<file path="src/dcache_consts.svh">
`ifndef DCACHE_CONSTS_SVH
`define DCACHE_CONSTS_SVH

// ==========================================================
// Cache geometry
// ==========================================================
`define DC_ADDR_BITS     32
`define DC_DATA_BITS     32
`define DC_INDEX_BITS    6
`define DC_LINES         64
`define DC_TAG_BITS      22
`define DC_LINE_BITS     128
`define DC_BYTE_EN_BITS  16
// Words per line, one beat each on a fill
`define DC_BEATS         4

// ==========================================================
// Uncacheable regions, matched on address bits 31:16
// ==========================================================
`define DC_UNCACHED_HI0  16'h1000
`define DC_UNCACHED_HI1  16'h4000

`endif

</file>
<file path="src/dcache_pkg.sv">
`default_nettype none
`include "dcache_consts.svh"

package dcache_pkg;

    // Controller states
    typedef enum logic [2:0] {
        IDLE       = 3'd0,
        CHECK      = 3'd1,
        WRITE_HIT  = 3'd2,
        WRITE_MISS = 3'd3,
        READ_FILL  = 3'd4,
        UNCACHED   = 3'd5,
        DONE       = 3'd6
    } cache_state_e;

    // Core access size, same code on the memory side
    typedef enum logic [1:0] {
        BYTE = 2'd0,
        HALF = 2'd1,
        WORD = 2'd2
    } access_type_e;

    // One address word, seen either by the cache or by the region decoder
    typedef union packed {
        struct packed {
            logic [`DC_TAG_BITS-1:0]   tag;
            logic [`DC_INDEX_BITS-1:0] index;
            logic [1:0]                word_off;
            logic [1:0]                byte_off;
        } cache;
        struct packed {
            logic [15:0] hi;
            logic [15:0] lo;
        } region;
    } core_addr_u;

endpackage

`default_nettype wire

</file>
<file path="src/dcache_mem_port.sv">
`default_nettype none
`include "dcache_consts.svh"

module dcache_mem_port (
    input  logic                           clk,
    input  logic                           rst,
    input  dcache_pkg::cache_state_e       state,
    input  logic [$clog2(`DC_BEATS)-1:0]   beat_cnt,
    input  logic                           beat_done,
    input  dcache_pkg::core_addr_u         req_addr,
    input  logic                           req_write,
    input  logic [`DC_DATA_BITS-1:0]       req_wdata,
    input  dcache_pkg::access_type_e       req_type,
    input  logic [`DC_LINE_BITS-1:0]       data_rdata,
    input  logic [`DC_DATA_BITS-1:0]       fill_word,
    input  logic [`DC_DATA_BITS-1:0]       mem_rdata,
    output logic                           mem_req,
    output logic [`DC_ADDR_BITS-1:0]       mem_addr,
    output logic                           mem_write,
    output logic [`DC_DATA_BITS-1:0]       mem_wdata,
    output dcache_pkg::access_type_e       mem_type,
    output logic                           mem_single,
    output logic [`DC_DATA_BITS-1:0]       core_rdata
);

    logic mem_state;
    logic req_sent;
    logic fill;

    assign fill      = (state == dcache_pkg::READ_FILL);
    assign mem_state = fill || (state == dcache_pkg::WRITE_HIT) ||
                       (state == dcache_pkg::WRITE_MISS) || (state == dcache_pkg::UNCACHED);

    // ==========================================================
    // Memory request, one strobe per transaction
    // ==========================================================
    // Memory states never follow each other, DONE sits between them
    always_ff @(posedge clk or posedge rst) begin
        if (rst) begin
            req_sent <= 1'b0;
        end else begin
            req_sent <= mem_state;
        end
    end

    assign mem_req    = mem_state && !req_sent;
    assign mem_addr   = fill ? {req_addr.cache.tag, req_addr.cache.index, 4'b0000} : req_addr;
    assign mem_write  = req_write && !fill;
    assign mem_wdata  = req_wdata;
    assign mem_type   = fill ? dcache_pkg::WORD : req_type;
    assign mem_single = !fill;

    // Read result for the core, valid in DONE
    always_ff @(posedge clk or posedge rst) begin
        if (rst) begin
            core_rdata <= '0;
        end else if (state == dcache_pkg::CHECK) begin
            core_rdata <= data_rdata[req_addr.cache.word_off * `DC_DATA_BITS +: `DC_DATA_BITS];
        end else if (fill && beat_done && (&beat_cnt)) begin
            core_rdata <= fill_word;
        end else if ((state == dcache_pkg::UNCACHED) && beat_done && !req_write) begin
            core_rdata <= mem_rdata;
        end
    end

endmodule

`default_nettype wire

</file>
<file path="config.mk">
export PLATFORM = sky130hd
export DESIGN_NAME = dcache_mem_port
export DESIGN_NICKNAME = d
export VERILOG_FILES = /design/src/dcache_pkg.sv /design/src/dcache_mem_port.sv
export VERILOG_INCLUDE_DIRS = /design/src
export SDC_FILE = /design/constraint.sdc
export NUM_CORES = 1
export LEC_CHECK = 0
export BUFFER_PORTS_ARGS = -buffer_cell sky130_fd_sc_hd__buf_2
export CORE_AREA = 2 2 143 145
export CTS_BUF_LIST = sky130_fd_sc_hd__clkbuf_4
export DETAILED_ROUTE_END_ITERATION = 7
export DIE_AREA = 0 0 145 147
export GPL_ROUTABILITY_DRIVEN = 0
export MAX_ROUTING_LAYER = met4
export SYNTH_ARGS = -nofsm -noshare
export SYNTH_HDL_FRONTEND = slang
export SYNTH_SLANG_ARGS = --single-unit
</file>
<file path="constraint.sdc">
create_clock -name clk -period 0.96 [get_ports clk]
set_clock_uncertainty 0.05 [all_clocks]
set_input_delay 0.096 -clock clk [delete_from_list [all_inputs] [get_ports clk]]
set_output_delay 0.096 -clock clk [all_outputs]
set_load 0.02 [all_outputs]
</file>
==> results.md <==
- Final Hold Fails: 0
- Unrepaired setup endpoints after global routing: true
- Dpl cell area: 5194 um^2
- Initial Util: 17.99%
- CTS tree: yes
- Worst-margin pin slew: 478.7 ps
- CTS root buffer: clkbuf_4
- Multiplexer area fraction after synthesis: 28.03%
- Max incr delay on CP: 300 ps
- Share of cells above drive strength 1: 74.09%
- Gr usage total: 13.32%
- Util after Layout: 29.66%
- FP Rows: 52
- Worst Path Arrival: 1560 ps
- Final setup violation count: 73
- CP Cell Sequence: buf_8 -> buf_6 -> nor3b_4 -> buf_6 -> buf_6 -> a32oi_4 -> buf_6 -> buf_6 -> buf_16 -> mux2_4
- P&R area growth vs syn: 64.82%
- Vias in the first global route: 3,727
- Die Y: 147 um
- Worst setup SP type: input pin
- Sequential-to-total area share from yosys stat: 23.13%
- DP HPWL: 10,690 um
- Synth Area in Adders: 0%
- Yosys top cell area share: 23.13%
- Clk slew on worst S/H paths: 130 ps
- Global-route wire length before repair: 21,270 um
- Buffers on Ports: 247
- TritonCTS buffer count: 5
- Cell variety after synth: 24
- Status: finished, violations left
- Synth warn: 0
- Slew HR: 67.75%
- Final net count: 841
- Syn_area_per_cell: 10.56 um^2
- Die area: 21,320 um^2
- Drt first pass iters: 4
- Tmin final: 1329 ps
- Max cap viols: 0
- Crit end category: flop
- Synth Area in Simple Gates: 8.830%
- Cell mode on critical path: buf_6
- Commonest cells post-synth: mux2i_1, buf_4, and3_1, dfrtp_1
- Post-route DRC: 0
- Total power: 6.303 mW
- Vias per cell: 4.269
- Xor/xnor share of the synthesized area: 0.2453%
- Fillcell total: 2,096
- Syn Std Cell Area: 3571 um^2
- Clock buffer depth: 2
- Worst Slack Setup Final: -369.1 ps
- Max Slew Vio Count: 0
- Crit-path leading delay family: buffers and inverters
- Critical Path Fanout Max: 8
- Largest family of logic cells by synthesized area: multiplexers
- WL final: 14,250 um
- Reg2reg setup slack: -110 ps
- CTS Hold Bufs: 2
- Worst path slowest cell: mux2_4
- Top-count cell post-synth: mux2i_1
- Worst-Skew Late Latency: 370 ps
- Cell taking the most area after synthesis: dfrtp_1
- Routed vias: 3,616
- Post-synth EDFFs: 0
- Worst Path Required: 1190 ps
- FF+latch count, synth: 33
- Post-route cell area: 5886 um^2
- Compound-Gate Fraction of Synth Area: 20.22%
- Largest net degree at the start of global routing: 34
- Buf/Inv on CP: 7
- Antenna violations before repair: 2
- 1st-iter DRT viols: 113
- Final period util: 138.4%
- Max VDD drop: 0.4160 mV
- Failing checks: negative setup slack
- WL per Instance: 16.82 um
- Maximum clock rate: 752.4 MHz
- Pwr dens: 1071 nW/um^2
- Post-synth ARST share: 100.0%
- Core area: 19,840 um^2
- Tightest hold margin: 32.97 ps
- Cells after synthesis: 338
- Ys flop type: dfrtp_1
- Die X: 145 um
- WS Path Type: in -> reg
- Worst hold path type: in -> reg
- Setup_tns: -17,110 ps
- Count of clock tree sinks: 33
- CTS H-Tree Depth: 2
- GRT overflow: 0
- Synth top area cells: dfrtp_1, mux2i_1, buf_4
- Post-route ant nets: 0
- Ports: 368
- Post-synth net total: 605
- Static leakage: 2.995 nW
-- layout make-up --
cell class                      count  area [um^2]  share of cell area [%]
Antenna cell                        2        5.005                 0.08503
Multi-Input combinational cell    209         2369                   40.24
Tap cell                          270        337.8                   5.740
Timing Repair Buffer              321         2283                   38.80
Clock buffer                        5        37.54                  0.6378
Inverter                            4        15.01                  0.2551
Clock inverter                      3        12.51                  0.2126
Sequential cell                    33        825.8                   14.03
-- per-stage QoR --
step,cells,setup slack [ps]
after global routing,847,-378.6
after detailed placement,809,-774.0
after CTS,833,-362.0
final,847,-369.1
after floorplan,338,-448.4
after global placement,809,-759.8
-- sequential cells by signal, summed over array words and instances (netlist names) --
name        flops
core_rdata     32
req_sent        1
-- report_power, final --
group / leakage (nW) / internal (mW) / switching [mW]
Combinational: 2.57 / 2.08 / 1.38
Sequential: 0.393 / 1.71 / 0.262
Clock: 0.0301 / 0.265 / 0.611
Total: 2.99 / 4.05 / 2.25
-- kinds of logic (layout without fill, tap and decap cells) --
family / Yosys count / count (layout)
compound gates: 66 / 66
xor+xnor: 1 / 1
buf+inv: 96 / 333
flops: 33 / 33
mux: 96 / 96
other cells: 0 / 2
simple gates: 46 / 46
-- per-layer routing --
layer | share of wire (%) | track usage, % | routed length (um)
met5 | 0 | - | 0
met3 | 8.2 | 4.161 | 1171
met1 | 41 | 15.39 | 5886
met2 | 49 | 22.45 | 6963
met4 | 1.6 | 3.564 | 226
-- repair_timing --
action,CTS,global route
endpoints found under the setup margin,73,73
pin swaps,3,1
resized for setup,95,16
setup buffers,11,14
endpoints found under the hold margin,42,2
cloned,3,0
-- worst min-delay path, cell delays in order --
cell	delay, ps
buf_2	80
a311o_1	140
mux2_4	130
-- worst paths after layout --
| path | startpoint | end | depth (start not counted) |
|---|---|---|---|
| max in group asynchronous | rst | core_rdata[4] | 4 |
| worst min-delay path | mem_rdata[20] | core_rdata[20] | 3 |
| worst max register to register | core_rdata[7] | core_rdata[7] | 3 |
| worst min register to register | core_rdata[8] | core_rdata[8] | 1 |
| worst max-delay path | state[2] | core_rdata[28] | 10 |
| min in group asynchronous | rst | core_rdata[26] | 4 |
-- cell usage in the layout (no fill, tap or decap), types with 2 or more instances in the layout --
master / n
a311o_1: 32
and3_1: 10
and3_4: 23
buf_12: 16
buf_2: 211
buf_4: 46
buf_6: 43
buf_8: 2
clkbuf_4: 5
clkinv_1: 2
dfrtp_1: 33
diode_2: 2
dlygate4sd3_1: 2
inv_1: 2
inv_2: 2
mux2_4: 32
mux2i_1: 58
mux2i_2: 4
mux2i_4: 2
nor2b_1: 5
nor2b_2: 2
o22ai_1: 2
o22ai_2: 30
Power figures use the tool's default switching activity.
