**src/dcache_consts.svh**
```systemverilog
`ifndef DCACHE_CONSTS_SVH
`define DCACHE_CONSTS_SVH

// ==========================================================
// Cache geometry
// ==========================================================
`define DC_ADDR_BITS     32
`define DC_DATA_BITS     32
`define DC_INDEX_BITS    6
`define DC_LINES         64
`define DC_TAG_BITS      22
`define DC_LINE_BITS     128
`define DC_BYTE_EN_BITS  16
// Words per line, one beat each on a fill
`define DC_BEATS         4

// ==========================================================
// Uncacheable regions, matched on address bits 31:16
// ==========================================================
`define DC_UNCACHED_HI0  16'h1000
`define DC_UNCACHED_HI1  16'h4000

`endif

```
**src/dcache_pkg.sv**
```systemverilog
`default_nettype none
`include "dcache_consts.svh"

package dcache_pkg;

    // Controller states
    typedef enum logic [2:0] {
        IDLE       = 3'd0,
        CHECK      = 3'd1,
        WRITE_HIT  = 3'd2,
        WRITE_MISS = 3'd3,
        READ_FILL  = 3'd4,
        UNCACHED   = 3'd5,
        DONE       = 3'd6
    } cache_state_e;

    // Core access size, same code on the memory side
    typedef enum logic [1:0] {
        BYTE = 2'd0,
        HALF = 2'd1,
        WORD = 2'd2
    } access_type_e;

    // One address word, seen either by the cache or by the region decoder
    typedef union packed {
        struct packed {
            logic [`DC_TAG_BITS-1:0]   tag;
            logic [`DC_INDEX_BITS-1:0] index;
            logic [1:0]                word_off;
            logic [1:0]                byte_off;
        } cache;
        struct packed {
            logic [15:0] hi;
            logic [15:0] lo;
        } region;
    } core_addr_u;

endpackage

`default_nettype wire

```
**src/dcache_req_capture.sv**
```systemverilog
`default_nettype none
`include "dcache_consts.svh"

module dcache_req_capture (
    input  logic                           clk,
    input  logic                           rst,
    input  dcache_pkg::core_addr_u         core_addr,
    input  logic                           core_write,
    input  logic [`DC_DATA_BITS-1:0]       core_wdata,
    input  dcache_pkg::access_type_e       core_type,
    input  logic                           idle,
    output dcache_pkg::core_addr_u         req_addr,
    output logic                           req_write,
    output logic [`DC_DATA_BITS-1:0]       req_wdata,
    output dcache_pkg::access_type_e       req_type,
    output logic                           req_cacheable,
    output logic [`DC_INDEX_BITS-1:0]      index
);

    logic live_cacheable;

    // Region decode on the upper halfword of the live address
    assign live_cacheable = (core_addr.region.hi != `DC_UNCACHED_HI0) &&
                            (core_addr.region.hi != `DC_UNCACHED_HI1);

    // ==========================================================
    // Request sampling, open only while the controller is idle
    // ==========================================================
    always_ff @(posedge clk or posedge rst) begin
        if (rst) begin
            req_write     <= 1'b0;
            req_cacheable <= 1'b0;
        end else if (idle) begin
            req_write     <= core_write;
            req_cacheable <= live_cacheable;
        end
    end

    always_ff @(posedge clk) begin
        if (idle) begin
            req_addr  <= core_addr;
            req_wdata <= core_wdata;
            req_type  <= core_type;
        end
    end

    // Arrays read with the live index during acceptance,
    // then stay on the held line until the access ends
    assign index = idle ? core_addr.cache.index : req_addr.cache.index;

endmodule

`default_nettype wire

```
**config.mk**
```make
export PLATFORM = sky130hd
export DESIGN_NAME = dcache_req_capture
export DESIGN_NICKNAME = d
export VERILOG_FILES = /design/src/dcache_pkg.sv /design/src/dcache_req_capture.sv
export VERILOG_INCLUDE_DIRS = /design/src
export SDC_FILE = /design/constraint.sdc
export NUM_CORES = 1
export LEC_CHECK = 0
export BUFFER_PORTS_ARGS = -buffer_cell sky130_fd_sc_hd__buf_2
export CAP_MARGIN = 20
export CORE_MARGIN = 4
export CORE_UTILIZATION = 44
export DETAILED_ROUTE_END_ITERATION = 12
export PLACE_DENSITY = 0.85
export SKIP_LAST_GASP = 1
export SLEW_MARGIN = 20
export SYNTH_ARGS = -nofsm -noshare
export SYNTH_HDL_FRONTEND = slang
export SYNTH_SLANG_ARGS = --single-unit
```
**constraint.sdc**
```tcl
create_clock -name clk -period 1.2 [get_ports clk]
set_input_delay 0.06 -clock clk [delete_from_list [all_inputs] [get_ports clk]]
set_output_delay 0.06 -clock clk [all_outputs]
set_load 0.02 [all_outputs]
```
==> impl_metrics.csv <==
group,metric,value,unit
detailed_routing,wl_per_cell,20.30,um
synthesis,syn_nets,155,
power_and_ir_drop,ir_worst_vdd,0.9593,mV
floorplanning,ioPinCount,144,
clocking,clkTransAtPathRegs,0.08,ns
grt,grt_use_met3,11.24,%
synthesis,yosysSeqAreaShare,92.69,%
sta,min_period,1.272,ns
clocking,cts.path.max_buffers,2,
grt,grt_pass1_vias,2004,
clocking,root_buffer,"clkbuf_8",
worst_setup_path,rrSetupSlack,0.44,ns
detailed_routing,routed_via_density,4.778,
worst_setup_path,critPathLaunchType,"flip-flop",
clocking,htreeDepth,3,
synthesis,yosysMostFrequentCell,"edfxtp_1",
power_and_ir_drop,seqPwrFrac,50.9,%
synthesis,synth_common_cells,"edfxtp_1 (66), mux2_2 (7), dfrtp_1 (2), nor4_1 (2)",
sta,tns,-0.3087,ns
clocking,cts_buffers,9,
sta,worst_clock_skew,0,ns
worst_setup_path,critical_path.max_fanout,2,
job,maxCapViolCount,0,
layout,drive_gt1_share,53.97,%
layout,postLayoutCellArea,3953,um^2
sta,drv_slew,0,
sta,worstMarginPinSlew,0.4500,ns
worst_setup_path,rr_endpoint,"req_write$_DFFE_PP0P_",
sta,finalSetupViolCount,6,
layout,instances_no_fill,383,
synthesis,syn_area,2192,um^2
clocking,clk_latency,0.33,ns
power_and_ir_drop,p_clk_share,32.6,%
floorplanning,die_y,78.59,um
sta,hold_ws,0.1600,ns
sta,rsz0062_at_grt,"true",
worst_hold_path,hold_class,"in2async",
place,io_buffer_count,143,
worst_setup_path,end_kind,"output pin",
detailed_routing,routed_wirelength,7776,um
layout,fin_nets,380,
worst_setup_path,cp.arrival,1.21,ns
grt,use_met1,29.93,%
detailed_routing,drt_iter0_drc,152,
grt,grt_busiest_layer,"met2",
worst_setup_path,crit_required,1.14,ns
floorplanning,rows,25,
worst_setup_path,reg2reg_depth,1,
detailed_routing,via_count,1830,
power_and_ir_drop,p_comb_share,16.5,%
power_and_ir_drop,power_leakage,1.710,nW
grt,antenna_found_initial,1,
place,hpwl,4007,um
grt,grtUsageMet2,38.46,%
power_and_ir_drop,switchingPower,1.474,mW
synthesis,ys_seq_elements,68,
grt,grt_pass1_wl,10900,um
detailed_routing,first_pass_iters,5,
sta,min_period_over_period,106.0,%
place,dp.cells,297,
synthesis,synthArstFlopShare,2.941,%
place,place.gp.congestion,0.7890,
floorplanning,start_util,45.80,%
power_and_ir_drop,swShare,26.08,%
power_and_ir_drop,power_density,1430,nW/um^2
synthesis,netlist.area_leader.share,90.41,%
worst_setup_path,critPathKind,"reg2out",
synthesis,syn_avg_cell_area,25.79,um^2
synthesis,yosys.area.top_type,"edfxtp_1",
clocking,clock-sinks,68,
synthesis,synth_ff_type,"edfxtp_1",
detailed_routing,final_antenna_net_count,0,
grt,grt_overflow,0,
layout,postLayoutCoreUtil,82.59,%
floorplanning,die_w,78.59,um
sta,hold_viol,0,
outcome,outcome,"complete, but fails checks",
sta,max_clock_freq,786.0,MHz
detailed_routing,drc_errors,0,
synthesis,syn_inst,85,
layout,area_growth_syn_to_layout,80.31,%
sta,relSlewSlack,70.00,%
power_and_ir_drop,internal_power,4.177,mW
outcome,violations,"setup timing",
floorplanning,coreArea,4786,um^2
place,placed_area,3015,um^2
synthesis,synth_edf_count,66,
grt,grt_max_degree,30,
synthesis,synth_area_leaders,"edfxtp_1 (90%), mux2_2 (3.6%), dfrtp_1 (2.3%)",
sta,finalWorstSetupSlack,-0.07221,ns
clocking,cts_tree,"done",
grt,grt_use_total,24.63,%
synthesis,synth.distinct_cells,12,
worst_setup_path,r2r_start,"req_write$_DFFE_PP0P_",
floorplanning,die_area,6176,um^2
synthesis,synth_warnings,0,
per-stage QoR:
stage                     power (mW)  worst slack (ns)
after floorplan                3.222            0.3192
after global placement         3.575            0.1837
after detailed placement       3.596            0.1322
after CTS                      5.579          -0.05776
after global routing           5.835           -0.1033
final                          5.651          -0.07221
what timing repair did:
action,4_1_cts,5_1_grt
gates cloned,0,0
hold buffers,68,0
endpoints found under the setup margin,6,7
hold endpoints to repair,69,0
resized for setup,13,3
buffers inserted,1,0
pin swaps,0,0
power by group through the flow:
stage / combinational [mW] / clock [mW] / sequential, mW
after CTS: 0.891 / 1.83 / 2.86
final: 0.932 / 1.84 / 2.87
after detailed placement: 0.688 / 0 / 2.91
after global routing: 0.976 / 1.97 / 2.89
after global placement: 0.673 / 0 / 2.90
after floorplan: 0.0643 / 0 / 3.16
cell usage in the layout (no fill, tap or decap):
| cell | synthesis | final |
|---|---|---|
| mux2_2 | 7 | 4 |
| nor4_1 | 2 | 1 |
| clkinv_2 | 0 | 1 |
| clkinv_4 | 0 | 2 |
| bufinv_16 | 0 | 1 |
| nor4b_4 | 1 | 1 |
| buf_2 | 0 | 137 |
| mux2_4 | 0 | 3 |
| inv_1 | 1 | 1 |
| nor3_1 | 1 | 1 |
| buf_6 | 1 | 6 |
| nor2_1 | 1 | 1 |
| clkinv_1 | 0 | 2 |
| clkinvlp_4 | 0 | 1 |
| a31oi_1 | 1 | 1 |
| and3_1 | 1 | 1 |
| dlygate4sd3_1 | 0 | 68 |
| dfrtp_1 | 2 | 2 |
| buf_12 | 0 | 1 |
| buf_4 | 0 | 3 |
| clkbuf_8 | 0 | 9 |
| diode_2 | 0 | 1 |
| edfxtp_1 | 66 | 66 |
| nor4_2 | 0 | 1 |
| xor2_1 | 1 | 1 |
layer usage:
| layer | wire, um | up-vias |
|---|---|---|
| li1 | - | 792 |
| met1 | 2873 | 847 |
| met2 | 3707 | 168 |
| met3 | 1026 | 21 |
| met4 | 159 | 2 |
| met5 | 11 | - |
critical path, cell delays in order (launching register included):
cell	delay, ns
edfxtp_1	0.44
mux2_2	0.31
buf_6	0.13
cell type report:
cell class	count	area [um^2]
multi-input cells	15	162.7
well taps	67	83.83
clock inverters	7	67.56
clock buffers	9	123.9
flip-flops and latches	68	2032
repair buffers	215	1476
diodes	1	2.502
inverters	1	3.754
fillers	237	833.3
cell families after synthesis:
group	after synthesis	share of synthesized area (%)
buffers and inverters	2	0.6847
DFF	68	92.69
AOI/OAI and AO/OA	1	0.2856
xor gates and xnor gates	1	0.3996
muxes	7	3.596
and+or+nand+nor	6	2.340
registers in the layout (all words and copies together), names as in the netlist:
| signal | cells |
|---|---|
| req_wdata | 32 |
| req_cacheable | 1 |
| req_addr | 32 |
| req_type | 2 |
| req_write | 1 |
how the worst max path moves through the flow:
stage                                      from                endpoint  slack, ns
after floorplan           req_addr[4]$_DFFE_PP_                index[0]       0.32
after global placement                     idle   req_addr[3]$_DFFE_PP_       0.18
after detailed placement                   idle  req_wdata[7]$_DFFE_PP_       0.13
after CTS                 req_addr[5]$_DFFE_PP_                index[1]      -0.06
after global routing      req_addr[7]$_DFFE_PP_                index[3]      -0.10
final                     req_addr[6]$_DFFE_PP_                index[2]      -0.07
Power figures use the tool's default switching activity.
