### config.mk
export PLATFORM = sky130hd
export DESIGN_NAME = dcache_ctrl
export DESIGN_NICKNAME = d
export VERILOG_FILES = /design/src/dcache_pkg.sv /design/src/dcache_ctrl.sv
export VERILOG_INCLUDE_DIRS = /design/src
export SDC_FILE = /design/constraint.sdc
export NUM_CORES = 1
export LEC_CHECK = 0
export ABC_AREA = 0
export BUFFER_PORTS_ARGS = -buffer_cell sky130_fd_sc_hd__clkbuf_2
export CORE_MARGIN = 2
export CORE_UTILIZATION = 30
export CTS_CLUSTER_SIZE = 28
export DETAILED_ROUTE_END_ITERATION = 10
export REMOVE_ABC_BUFFERS = 1
export SYNTH_ARGS = -nofsm -noshare
export SYNTH_HDL_FRONTEND = slang
export SYNTH_SLANG_ARGS = --single-unit
### constraint.sdc
create_clock -name clk -period 4.2 [get_ports clk]
set_clock_uncertainty 0.2 [all_clocks]
set_input_delay 0.21 -clock clk [delete_from_list [all_inputs] [get_ports clk]]
set_output_delay 0.21 -clock clk [all_outputs]
set_load 0.01 [all_outputs]
### src/dcache_consts.svh
`ifndef DCACHE_CONSTS_SVH
`define DCACHE_CONSTS_SVH

// ==========================================================
// Cache geometry
// ==========================================================
`define DC_ADDR_BITS     32
`define DC_DATA_BITS     32
`define DC_INDEX_BITS    6
`define DC_LINES         64
`define DC_TAG_BITS      22
`define DC_LINE_BITS     128
`define DC_BYTE_EN_BITS  16
// Words per line, one beat each on a fill
`define DC_BEATS         4

// ==========================================================
// Uncacheable regions, matched on address bits 31:16
// ==========================================================
`define DC_UNCACHED_HI0  16'h1000
`define DC_UNCACHED_HI1  16'h4000

`endif

### src/dcache_pkg.sv
`default_nettype none
`include "dcache_consts.svh"

package dcache_pkg;

    // Controller states
    typedef enum logic [2:0] {
        IDLE       = 3'd0,
        CHECK      = 3'd1,
        WRITE_HIT  = 3'd2,
        WRITE_MISS = 3'd3,
        READ_FILL  = 3'd4,
        UNCACHED   = 3'd5,
        DONE       = 3'd6
    } cache_state_e;

    // Core access size, same code on the memory side
    typedef enum logic [1:0] {
        BYTE = 2'd0,
        HALF = 2'd1,
        WORD = 2'd2
    } access_type_e;

    // One address word, seen either by the cache or by the region decoder
    typedef union packed {
        struct packed {
            logic [`DC_TAG_BITS-1:0]   tag;
            logic [`DC_INDEX_BITS-1:0] index;
            logic [1:0]                word_off;
            logic [1:0]                byte_off;
        } cache;
        struct packed {
            logic [15:0] hi;
            logic [15:0] lo;
        } region;
    } core_addr_u;

endpackage

`default_nettype wire

### src/dcache_ctrl.sv
`default_nettype none
`include "dcache_consts.svh"

module dcache_ctrl (
    input  logic                           clk,
    input  logic                           rst,
    input  logic                           core_req,
    input  logic                           core_write,
    input  dcache_pkg::core_addr_u         core_addr,
    input  dcache_pkg::core_addr_u         req_addr,
    input  logic                           req_write,
    input  logic                           req_cacheable,
    input  logic [`DC_INDEX_BITS-1:0]      index,
    input  logic [`DC_TAG_BITS-1:0]        tag_rdata,
    input  logic                           beat_done,
    output dcache_pkg::cache_state_e       state,
    output logic [$clog2(`DC_BEATS)-1:0]   beat_cnt,
    output logic                           tag_we,
    output logic                           data_we_line,
    output logic                           idle,
    output logic                           core_wait
);

    dcache_pkg::cache_state_e next_state;
    logic [`DC_LINES-1:0]     valid;
    logic                     live_cacheable;
    logic                     hit;
    logic                     last_beat;

    assign live_cacheable = (core_addr.region.hi != `DC_UNCACHED_HI0) &&
                            (core_addr.region.hi != `DC_UNCACHED_HI1);

    // Tag read was launched in IDLE, so it is ready in CHECK
    // CHECK is entered only for a valid cacheable line
    assign hit = (tag_rdata == req_addr.cache.tag);

    // All ones on the beat counter marks the final beat
    assign last_beat = (state == dcache_pkg::READ_FILL) && beat_done && (&beat_cnt);

    // ==========================================================
    // State machine
    // ==========================================================
    always_ff @(posedge clk or posedge rst) begin
        if (rst) begin
            state <= dcache_pkg::IDLE;
        end else begin
            state <= next_state;
        end
    end

    always_comb begin
        next_state = state;
        case (state)
            dcache_pkg::IDLE: begin
                if (core_req) begin
                    if (!live_cacheable) begin
                        next_state = dcache_pkg::UNCACHED;
                    end else if (!valid[index]) begin
                        // No valid tag to compare against so CHECK is skipped
                        next_state = core_write ? dcache_pkg::WRITE_MISS
                                                : dcache_pkg::READ_FILL;
                    end else begin
                        next_state = dcache_pkg::CHECK;
                    end
                end
            end
            dcache_pkg::CHECK: begin
                if (req_write) begin
                    next_state = hit ? dcache_pkg::WRITE_HIT : dcache_pkg::WRITE_MISS;
                end else begin
                    next_state = hit ? dcache_pkg::DONE : dcache_pkg::READ_FILL;
                end
            end
            dcache_pkg::WRITE_HIT,
            dcache_pkg::WRITE_MISS,
            dcache_pkg::UNCACHED: begin
                if (beat_done) begin
                    next_state = dcache_pkg::DONE;
                end
            end
            dcache_pkg::READ_FILL: begin
                if (last_beat) begin
                    next_state = dcache_pkg::DONE;
                end
            end
            dcache_pkg::DONE: next_state = dcache_pkg::IDLE;
            default:          next_state = dcache_pkg::IDLE;
        endcase
    end

    // ==========================================================
    // Fill beat counter and valid bits
    // ==========================================================
    always_ff @(posedge clk or posedge rst) begin
        if (rst) begin
            beat_cnt <= '0;
        end else if (state != dcache_pkg::READ_FILL) begin
            beat_cnt <= '0;
        end else if (beat_done) begin
            beat_cnt <= beat_cnt + 1'b1;
        end
    end

    always_ff @(posedge clk or posedge rst) begin
        if (rst) begin
            valid <= '0;
        end else if (tag_we) begin
            valid[index] <= 1'b1;
        end
    end

    // Array strobes
    assign tag_we       = last_beat;
    assign data_we_line = last_beat || ((state == dcache_pkg::WRITE_HIT) && beat_done);

    // Core handshake
    assign idle      = (state == dcache_pkg::IDLE);
    assign core_wait = idle ? core_req : (state != dcache_pkg::DONE);

endmodule

`default_nettype wire

==> results of run 1 <==
[logic make-up after synthesis]
kind of cell	synth area share [%]
adders and majority gates	0.3547
buffers and inverters	2.589
AOI/OAI and AO/OA	18.06
DFF	48.95
muxes	11.32
xor gates and xnor gates	5.960
and+or+nand+nor	12.77
[registers in the layout, summed over array words and instances (netlist names)]
signal / flops
valid: 64
state: 3
beat_cnt: 2
[synthesized netlist by cell type, types with 2 or more instances]
library cell,number,area (um2)
and3b_1,4,35.03
a21oi_1,6,30.03
mux4_1,2,52.55
nand3_1,11,55.05
o21bai_1,16,120.1
and2_1,2,12.51
mux2i_1,2,20.02
clkbuf_1,12,45.04
nand2_1,8,30.03
o21ai_0,4,20.02
nand4_1,8,50.05
mux4_2,14,315.3
nor3b_1,6,45.04
a21o_1,49,367.9
nor3_1,4,20.02
nand3b_1,3,22.52
xnor2_1,23,201.4
nor4_1,4,25.02
nand2b_1,5,31.28
dfrtp_1,69,1727
a221oi_1,3,26.28
nor2_1,19,71.32
or3_1,2,12.51
inv_1,2,7.510
[per-stage QoR]
step / setup WS (ns) / cells
4_1_cts: 1.516 / 531
3_5_place_dp: 1.170 / 513
3_3_place_gp: 1.174 / 513
6_report: 1.552 / 531
5_1_grt: 1.334 / 531
2_1_floorplan: 1.978 / 284
[critical path, cell delays in order]
cell	delay [ns]
clkbuf_2	0.59
mux4_1	0.66
a221oi_1	0.28
nor2_1	0.07
or4_4	0.55
o311ai_1	0.29
[area by class of cell]
cell class	count	area (um2)	area share (%)
flip-flops and latches	69	1727	39.18
multi-input cells	211	1709	38.78
repair buffers	88	465.4	10.56
clock buffers	12	266.5	6.048
well taps	143	178.9	4.060
clock inverters	4	45.04	1.022
inverters	4	15.01	0.3407
[how the worst min path moves through the flow]
stage,from,end,slack (ns),cells after the start
2_1_floorplan,core_write,state[2],0.14,1
3_3_place_gp,valid[19],valid[19],0.23,1
3_5_place_dp,valid[17],valid[17],0.24,1
4_1_cts,core_addr[20],state[0],0.07,4
5_1_grt,core_addr[20],state[2],0.1,4
6_report,core_addr[20],state[0],0.06,4
[power groups by stage]
stage | combinational [mW] | clock, mW | sequential [mW]
finish | 0.309 | 0.774 | 0.729
global route | 0.348 | 0.826 | 0.734
CTS | 0.315 | 0.791 | 0.729
detailed placement | 0.312 | 0 | 0.741
global placement | 0.307 | 0 | 0.740
floorplan | 0.178 | 0 | 0.740
[routing by layer]
metal	up-vias	GRT usage [%]
met4	0	5.122
met5	-	0
li1	1285	-
met2	102	24.26
met1	1385	19.17
met3	7	2.754
[repair_timing]
| item | in CTS | in global routing |
|---|---|---|
| hold endpoints to repair | 52 | 0 |
| hold buffers | 2 | 0 |
| gates resized for setup | 0 | 0 |
==> flow_summary.yaml, run 1 <==
routing:
  first_pass_iters: 4
  num_vias: 2779
  ant_nets: 0
  top_layer_used: "met4"
  drc_errors: 0
  dr_wl_met2_um: 4333
  drt_iter0_drc: 112
  routedWlPerCell_um: 16.86
  wl_um: 8952
  met3_length_um: 566
  met1_length_um: 3954
  via_per_inst: 5.234
sta:
  finalSetupViolations: 0
  tns_ns: 0
  fin_crit_sh_pct: 63.05
  rsz0062_at_grt: "no"
  hold_slack_ns: 0.05963
  slew_viol_final: 0
  hold_violations: 0
  max_slew_margin_pct: 30.89
  max_freq_mhz: 377.6
  worst_pin_slew_ns: 1.035
  finalCriticalPeriod_ns: 2.648
worst_setup_path:
  crit_end: "state[2]"
  crit_start: "index[0]"
  arrival_ns: 2.67
  worstSetupPathType: "in -> reg"
  reg2reg_slack_ns: 1.65
  r2r-end: "valid[29]"
  end_kind: "register"
  worstPathRequired_ns: 4.22
  r2r_start: "state[1]"
  reg2reg_depth: 6
  critical_path.max_fanout: 24
  cp-start-kind: "input pin"
die:
  pin_count: 108
  rows: 39
  dieArea_mm2: 0.01264
  die_y_um: 112.4
  die_w_um: 112.4
  start_util_pct: 30.76
  core-area_mm2: 0.01147
clock_tree:
  clock_latency_ns: 0.33
  root_buffer: "clkbuf_16"
  cts_tree: "yes"
  clk_path_buf_depth: 2
  clock_sinks: 69
  clk_pin_slew_ns: 0.05
  ctsHtreeMaxLevel: 3
  post_cts_buffers: 0
  cts_buffers: 9
layout:
  final_layout_size_suffix_gt1_share_pct: 31.70
  antenna_cells: 0
  final_area_mm2: 0.004407
  fillerInstances: 1119
  nNetsFinal: 483
  layout_commonest_cell: "clkbuf_2"
  area_delta_synth_final_pct: 24.94
  mostFrequentLayoutCells: "80 x clkbuf_2, 69 x dfrtp_1, 49 x a21o_1"
  utilization_pct: 38.43
pwr:
  p_sw_uw: 475.8
  total_power_mw: 1.812
  power.leakage_nw: 2.441
  swShare_pct: 26.26
  vdd_drop_max_mv: 0.2438
  p_per_area_mw_per_mm2: 411.3
  seqPwrFrac_pct: 40.2
  p_int_mw: 1.336
  p_comb_share_pct: 17.1
  pwr-share-clk_pct: 42.7
synth:
  syn_avg_cell_area_um2: 11.84
  syn_area_mm2: 0.003527
  netlist_instances: 298
  synth_seq_cells: 69
  yosysSeqAreaShare_pct: 48.95
  synth_enable_flop_cells: 0
  yosys_warnings: 0
  synth_ff_type: "dfrtp_1"
  yosysUniqueCellTypes: 44
  async_flop_share_pct: 100.0
place:
  dp_hpwl_um: 6162
  dpl_cell_area_mm2: 0.004075
  port_buffers: 80
  gp_congestion: 0.7419
grt:
  overflow: 0
  grt_first_pass_wirelength_um: 14410
  antenna_found_initial: 0
  grt_pass1_vias: 2844
  globalRouteTotalUtil_pct: 14.58
  grt_max_degree: 51
run:
  drv_cap: 0
hold_path:
  hp-class: "in -> reg"
outcome:
  status: "complete, no violations"
No activity file was read; power rests on OpenSTA's default activity.
==> inputs of run 2 (changes only) <==
==> constraint.sdc (replaced) <==
create_clock -name clk -period 2.18 [get_ports clk]
set_clock_uncertainty 0.2 [all_clocks]
set_input_delay 0.109 -clock clk [delete_from_list [all_inputs] [get_ports clk]]
set_output_delay 0.109 -clock clk [all_outputs]
set_load 0.01 [all_outputs]
==> run 2 against run 1 <==
Critical path depth did not move. Non-clock buffer count rose by 43. Critical endpoint is now state[1]. The run now ends with setup timing left. Global-route usage rose by 1.1 points. Setup slack got worse by 1.7 ns. Combinational power rose by 140%. Register-to-register slack got worse by 1.8 ns.
==> flow_summary.yaml, run 2 (synthesis gave the netlist of run 1 again) <==
worst_setup_path:
  end_kind: "register"
  critPathMaxStageDelay_ns: 0.53
  cp-start-kind: "register"
  worstPathRequired_ns: 2.26
  critical_path.max_fanout: 2
  crit_slowest_cell: "or4_4"
  path_cells: "mux4_2 -> a221oi_2 -> nor2_1 -> or4_4 -> nor2_4 -> a41o_1"
  worstSetupPathType: "reg -> reg"
  arrival_ns: 2.37
routing:
  dr_wl_met2_um: 4484
  first_pass_iters: 4
  via_per_inst: 5.171
  drt_iter0_drc: 147
  wl_um: 9775
  ant_nets: 0
  num_vias: 2968
  met3_length_um: 751
  routedWlPerCell_um: 17.03
  drc_errors: 0
  top_layer_used: "met4"
  met1_length_um: 4369
layout:
  fillerInstances: 1122
  seq_area_mm2: 0.001727
  antenna_cells: 0
  layout_commonest_cell: "clkbuf_2"
  area_delta_synth_final_pct: 37.00
  multi_input_area_mm2: 0.001739
  final_area_mm2: 0.004832
  final_layout_size_suffix_gt1_share_pct: 38.98
  nNetsFinal: 526
  mostFrequentLayoutCells: "78 x clkbuf_2, 69 x dfrtp_1, 49 x a21o_1"
  largest_reg_flops: 64
  regMostFlops: "valid"
  reg_top3: "valid (64), state (3), beat_cnt (2)"
die:
  die_w_um: 112.4
  core-area_mm2: 0.01147
  start_util_pct: 30.76
  pin_count: 108
  rows: 39
  die_y_um: 112.4
  dieArea_mm2: 0.01264
sta:
  finalSetupViolations: 3
  slew_viol_final: 0
  fin_ws_ns: -0.1137
  worst_pin_slew_ns: 0.7938
  max_slew_margin_pct: 46.97
  hold_violations: 0
  max_freq_mhz: 436.0
  finalCriticalPeriod_ns: 2.294
  fin_crit_sh_pct: 105.2
  rsz0062_at_grt: "yes"
outcome:
  violations: "setup timing"
  status: "complete, but fails checks"
pwr:
  p_per_area_mw_per_mm2: 769.2
  power.leakage_nw: 2.680
  vdd_drop_max_mv: 0.3980
clock_tree:
  ctsHtreeMaxLevel: 3
  root_buffer: "clkbuf_16"
  cts_buffers: 9
  clock_latency_ns: 0.34
  clk_path_buf_depth: 2
  clk_pin_slew_ns: 0.06
  clock_sinks: 69
  cts_tree: "yes"
grt:
  antenna_found_initial: 0
  grt_max_degree: 29
  grt_pass1_vias: 2981
  overflow: 0
  globalRouteTotalUtil_pct: 15.69
  grt_first_pass_wirelength_um: 15430
place:
  dp_hpwl_um: 7126
  pre_cts_ws_ns: -0.4474
  dpl_cell_area_mm2: 0.004398
  gp_congestion: 0.8136
  port_buffers: 80
run:
  drv_cap: 0
hold_path:
  hp-class: "in -> reg"
-- run 2: changes by cell type in the layout (fill, tap and decap cells not counted), moves of 3 or more --
cell           change
a221oi_1           -3
buf_12             +3
buf_4             +36
a221oi_2           +3
dlygate4sd3_1      +4
-- run 2: layout make-up --
class / count / share of cell area (%)
sequential: 69 / 35.73
clock inverter: 4 / 1.450
timing repair buffer: 131 / 17.50
inverter: 4 / 0.3107
clock buffer: 12 / 5.308
tap: 143 / 3.703
multi-input combinational: 211 / 35.99
-- run 2: worst max-delay path, delay by kind of cell (launching register included) --
kind	cells	cell delay, ns
muxes	1	0.48
AOI/OAI and AO/OA	2	0.42
DFF	1	0.40
and+or+nand+nor	3	0.73
-- run 2: final timing paths --
kind | startpoint | to | slack [ns] | cells after the start
setup / recovery | valid[21] | state[1] | -0.11 | 6
max in group asynchronous | rst | valid[6] | 1.02 | 4
min in group asynchronous | rst | beat_cnt[0] | 0.20 | 3
hold / removal | index[3] | valid[14] | 0.02 | 3
hold reg to reg | valid[22] | valid[22] | 0.25 | 1
setup reg to reg | valid[21] | state[1] | -0.11 | 6
-- run 2: metal layers --
| metal | track usage [%] | up-vias |
|---|---|---|
| li1 | - | 1361 |
| met3 | 3.618 | 15 |
| met4 | 5.447 | 0 |
| met2 | 25.66 | 144 |
| met1 | 20.62 | 1448 |
| met5 | 0 | - |
-- run 2: repair_timing --
item                                   CTS  global route
gates resized for setup                  7             5
setup endpoints to repair                3             4
endpoints found under the hold margin   33             0
pin swaps                                7             3
setup buffers                            1             0
hold buffers                             7             0
-- run 2: power breakdown --
part | leakage (nW) | switching, mW | internal [mW]
clock | 0.163 | 0.529 | 1.06
combinational | 1.56 | 0.390 | 0.364
sequential | 0.960 | 0.0474 | 1.33
-- run 2: through the flow --
step	std cells	utilization [%]	setup TNS [ns]	total power [mW]	hold slack, ns
global route	574	42.14	-0.5269	3.883	0.04374
CTS	575	42.15	-0.2932	3.744	0.003828
global placement	551	38.35	-1.090	2.103	0.01499
finish	574	42.14	-0.3051	3.717	0.01917
detailed placement	551	38.35	-1.276	2.120	0.01847
floorplan	284	-	-0.08218	1.768	0.03938
==> inputs of run 3 (changes only) <==
==> constraint.sdc (replaced) <==
create_clock -name clk -period 2.18 [get_ports clk]
set_clock_uncertainty 0.2 [all_clocks]
set_input_delay 0.218 -clock clk [delete_from_list [all_inputs] [get_ports clk]]
set_output_delay 0.218 -clock clk [all_outputs]
set_load 0.01 [all_outputs]
==> run 3 against run 2 <==
The flow still finishes with violations (setup timing). Largest cell class unchanged. Core utilization shrank 1.3 points. Critical path depth unchanged. Setup slack better by 0.028 ns. Wire length fell by 4.7%. Critical path type unchanged. Final area decreased by 3.0%.
==> flow_summary.yaml, run 3 (synthesis gave the netlist of run 1 again) <==
outcome:
  status: "complete, but fails checks"
  violations: "setup timing"
worst_setup_path:
  cp-start-kind: "register"
  r2r_start: "valid[22]"
  end_kind: "register"
  reg2reg_slack_ns: -0.09
  reg2reg_depth: 6
  worstSetupPathType: "reg -> reg"
  critical_path.max_fanout: 2
  worstPathRequired_ns: 2.25
  r2r-end: "state[1]"
  arrival_ns: 2.34
clock_tree:
  cts_buffers: 9
  cts_tree: "yes"
  clock_latency_ns: 0.33
  clock_sinks: 69
  clk_pin_slew_ns: 0.06
  ctsHtreeMaxLevel: 3
  post_cts_buffers: 0
  clk_path_buf_depth: 2
  root_buffer: "clkbuf_16"
place:
  dp_hpwl_um: 7020
  pre_cts_ws_ns: -0.5180
  port_buffers: 80
  gp_congestion: 0.8249
  dpl_cell_area_mm2: 0.004333
layout:
  reg_top3: "valid (64), state (3), beat_cnt (2)"
  layout_commonest_cell: "clkbuf_2"
  final_area_mm2: 0.004687
  antenna_cells: 0
  area_delta_synth_final_pct: 32.88
  largest_reg_flops: 64
  final_layout_size_suffix_gt1_share_pct: 38.52
  mostFrequentLayoutCells: "79 x clkbuf_2, 69 x dfrtp_1, 49 x a21o_1"
  regMostFlops: "valid"
  nNetsFinal: 514
grt:
  grt_max_degree: 70
  antenna_found_initial: 0
  grt_first_pass_wirelength_um: 15280
  globalRouteTotalUtil_pct: 15.34
  grt_pass1_vias: 2989
  overflow: 0
routing:
  ant_nets: 0
  wl_um: 9316
  drt_iter0_drc: 135
  first_pass_iters: 4
  drc_errors: 0
  routedWlPerCell_um: 16.61
  num_vias: 2895
  via_per_inst: 5.160
die:
  rows: 39
  pin_count: 108
  dieArea_mm2: 0.01264
  core-area_mm2: 0.01147
  start_util_pct: 30.76
  die_y_um: 112.4
  die_w_um: 112.4
sta:
  rsz0062_at_grt: "yes"
  fin_ws_ns: -0.08558
  fin_crit_sh_pct: 103.9
  tns_ns: -0.2083
  hold_slack_ns: 0.08147
  max_freq_mhz: 441.4
  worst_pin_slew_ns: 0.8009
  max_slew_margin_pct: 46.49
  finalSetupViolations: 3
  finalCriticalPeriod_ns: 2.266
  slew_viol_final: 0
  hold_violations: 0
hold_path:
  hp-class: "in -> reg"
  holdCritStartpoint: "beat_done"
  hold-path-endpoint: "beat_cnt[0]"
  hold_depth: 3
pwr:
  p_per_area_mw_per_mm2: 762.8
  power.leakage_nw: 2.596
  vdd_drop_max_mv: 0.4452
run:
  drv_cap: 0
## run 3: cell types whose count changed in the layout (fill, tap and decap cells not counted), sizes merged
cell,before,now
dlygate4sd3,6,2
buf,45,37
dlymetal6s4s,1,0
bufinv,2,1
clkinvlp,0,1
## run 3: area by class of cell
type / instances / area, um2
clock buffer: 11 / 252.7
tap: 143 / 178.9
inverter: 4 / 15.01
timing repair buffer: 119 / 725.7
sequential: 69 / 1727
fill: 1076 / 6780
multi-input combinational: 211 / 1740
clock inverter: 4 / 47.55
## run 3: stage by stage
step | utilization, % | power [mW] | std cells
floorplan | - | 1.768 | 284
global placement | 37.79 | 2.094 | 544
detailed placement | 37.79 | 2.117 | 544
CTS | 40.87 | 3.600 | 561
global route | 40.87 | 3.751 | 561
finish | 40.87 | 3.575 | 561
## run 3: timing repair
action                     in CTS  in global routing
setup endpoints to repair       3                  3
hold endpoints to repair       70                  0
hold buffers                    2                  0
gates resized for setup         8                  2
pin swaps                       7                  4
## run 3: routing by layer
metal / GRT usage (%) / vias up / wire (um)
li1: - / 1341 / -
met1: 20.42 / 1419 / 4247
met2: 25.10 / 123 / 4306
met3: 3.132 / 12 / 615
met4: 5.285 / 0 / 146
met5: 0 / - / 0
## run 3: worst max path at each step
stage,start,to,depth (start not counted)
after floorplan,valid[19],state[2],5
after global placement,index[0],state[2],7
after detailed placement,index[0],state[2],6
after CTS,valid[58],state[2],5
after global routing,valid[58],state[1],6
final,valid[22],state[1],6
## run 3: worst max-delay path, cell delays in order (launching register included)
cell,delay (ns)
dfrtp_1,0.39
mux4_2,0.47
a221oi_2,0.25
nor2_1,0.07
or4_4,0.55
nor2_4,0.11
a41o_1,0.15
## run 3: power by group
group / internal [mW] / leakage (nW) / switching (mW)
clock: 0.936 / 0.147 / 0.520
sequential: 1.33 / 0.960 / 0.0490
combinational: 0.357 / 1.49 / 0.387
total: 2.62 / 2.60 / 0.956
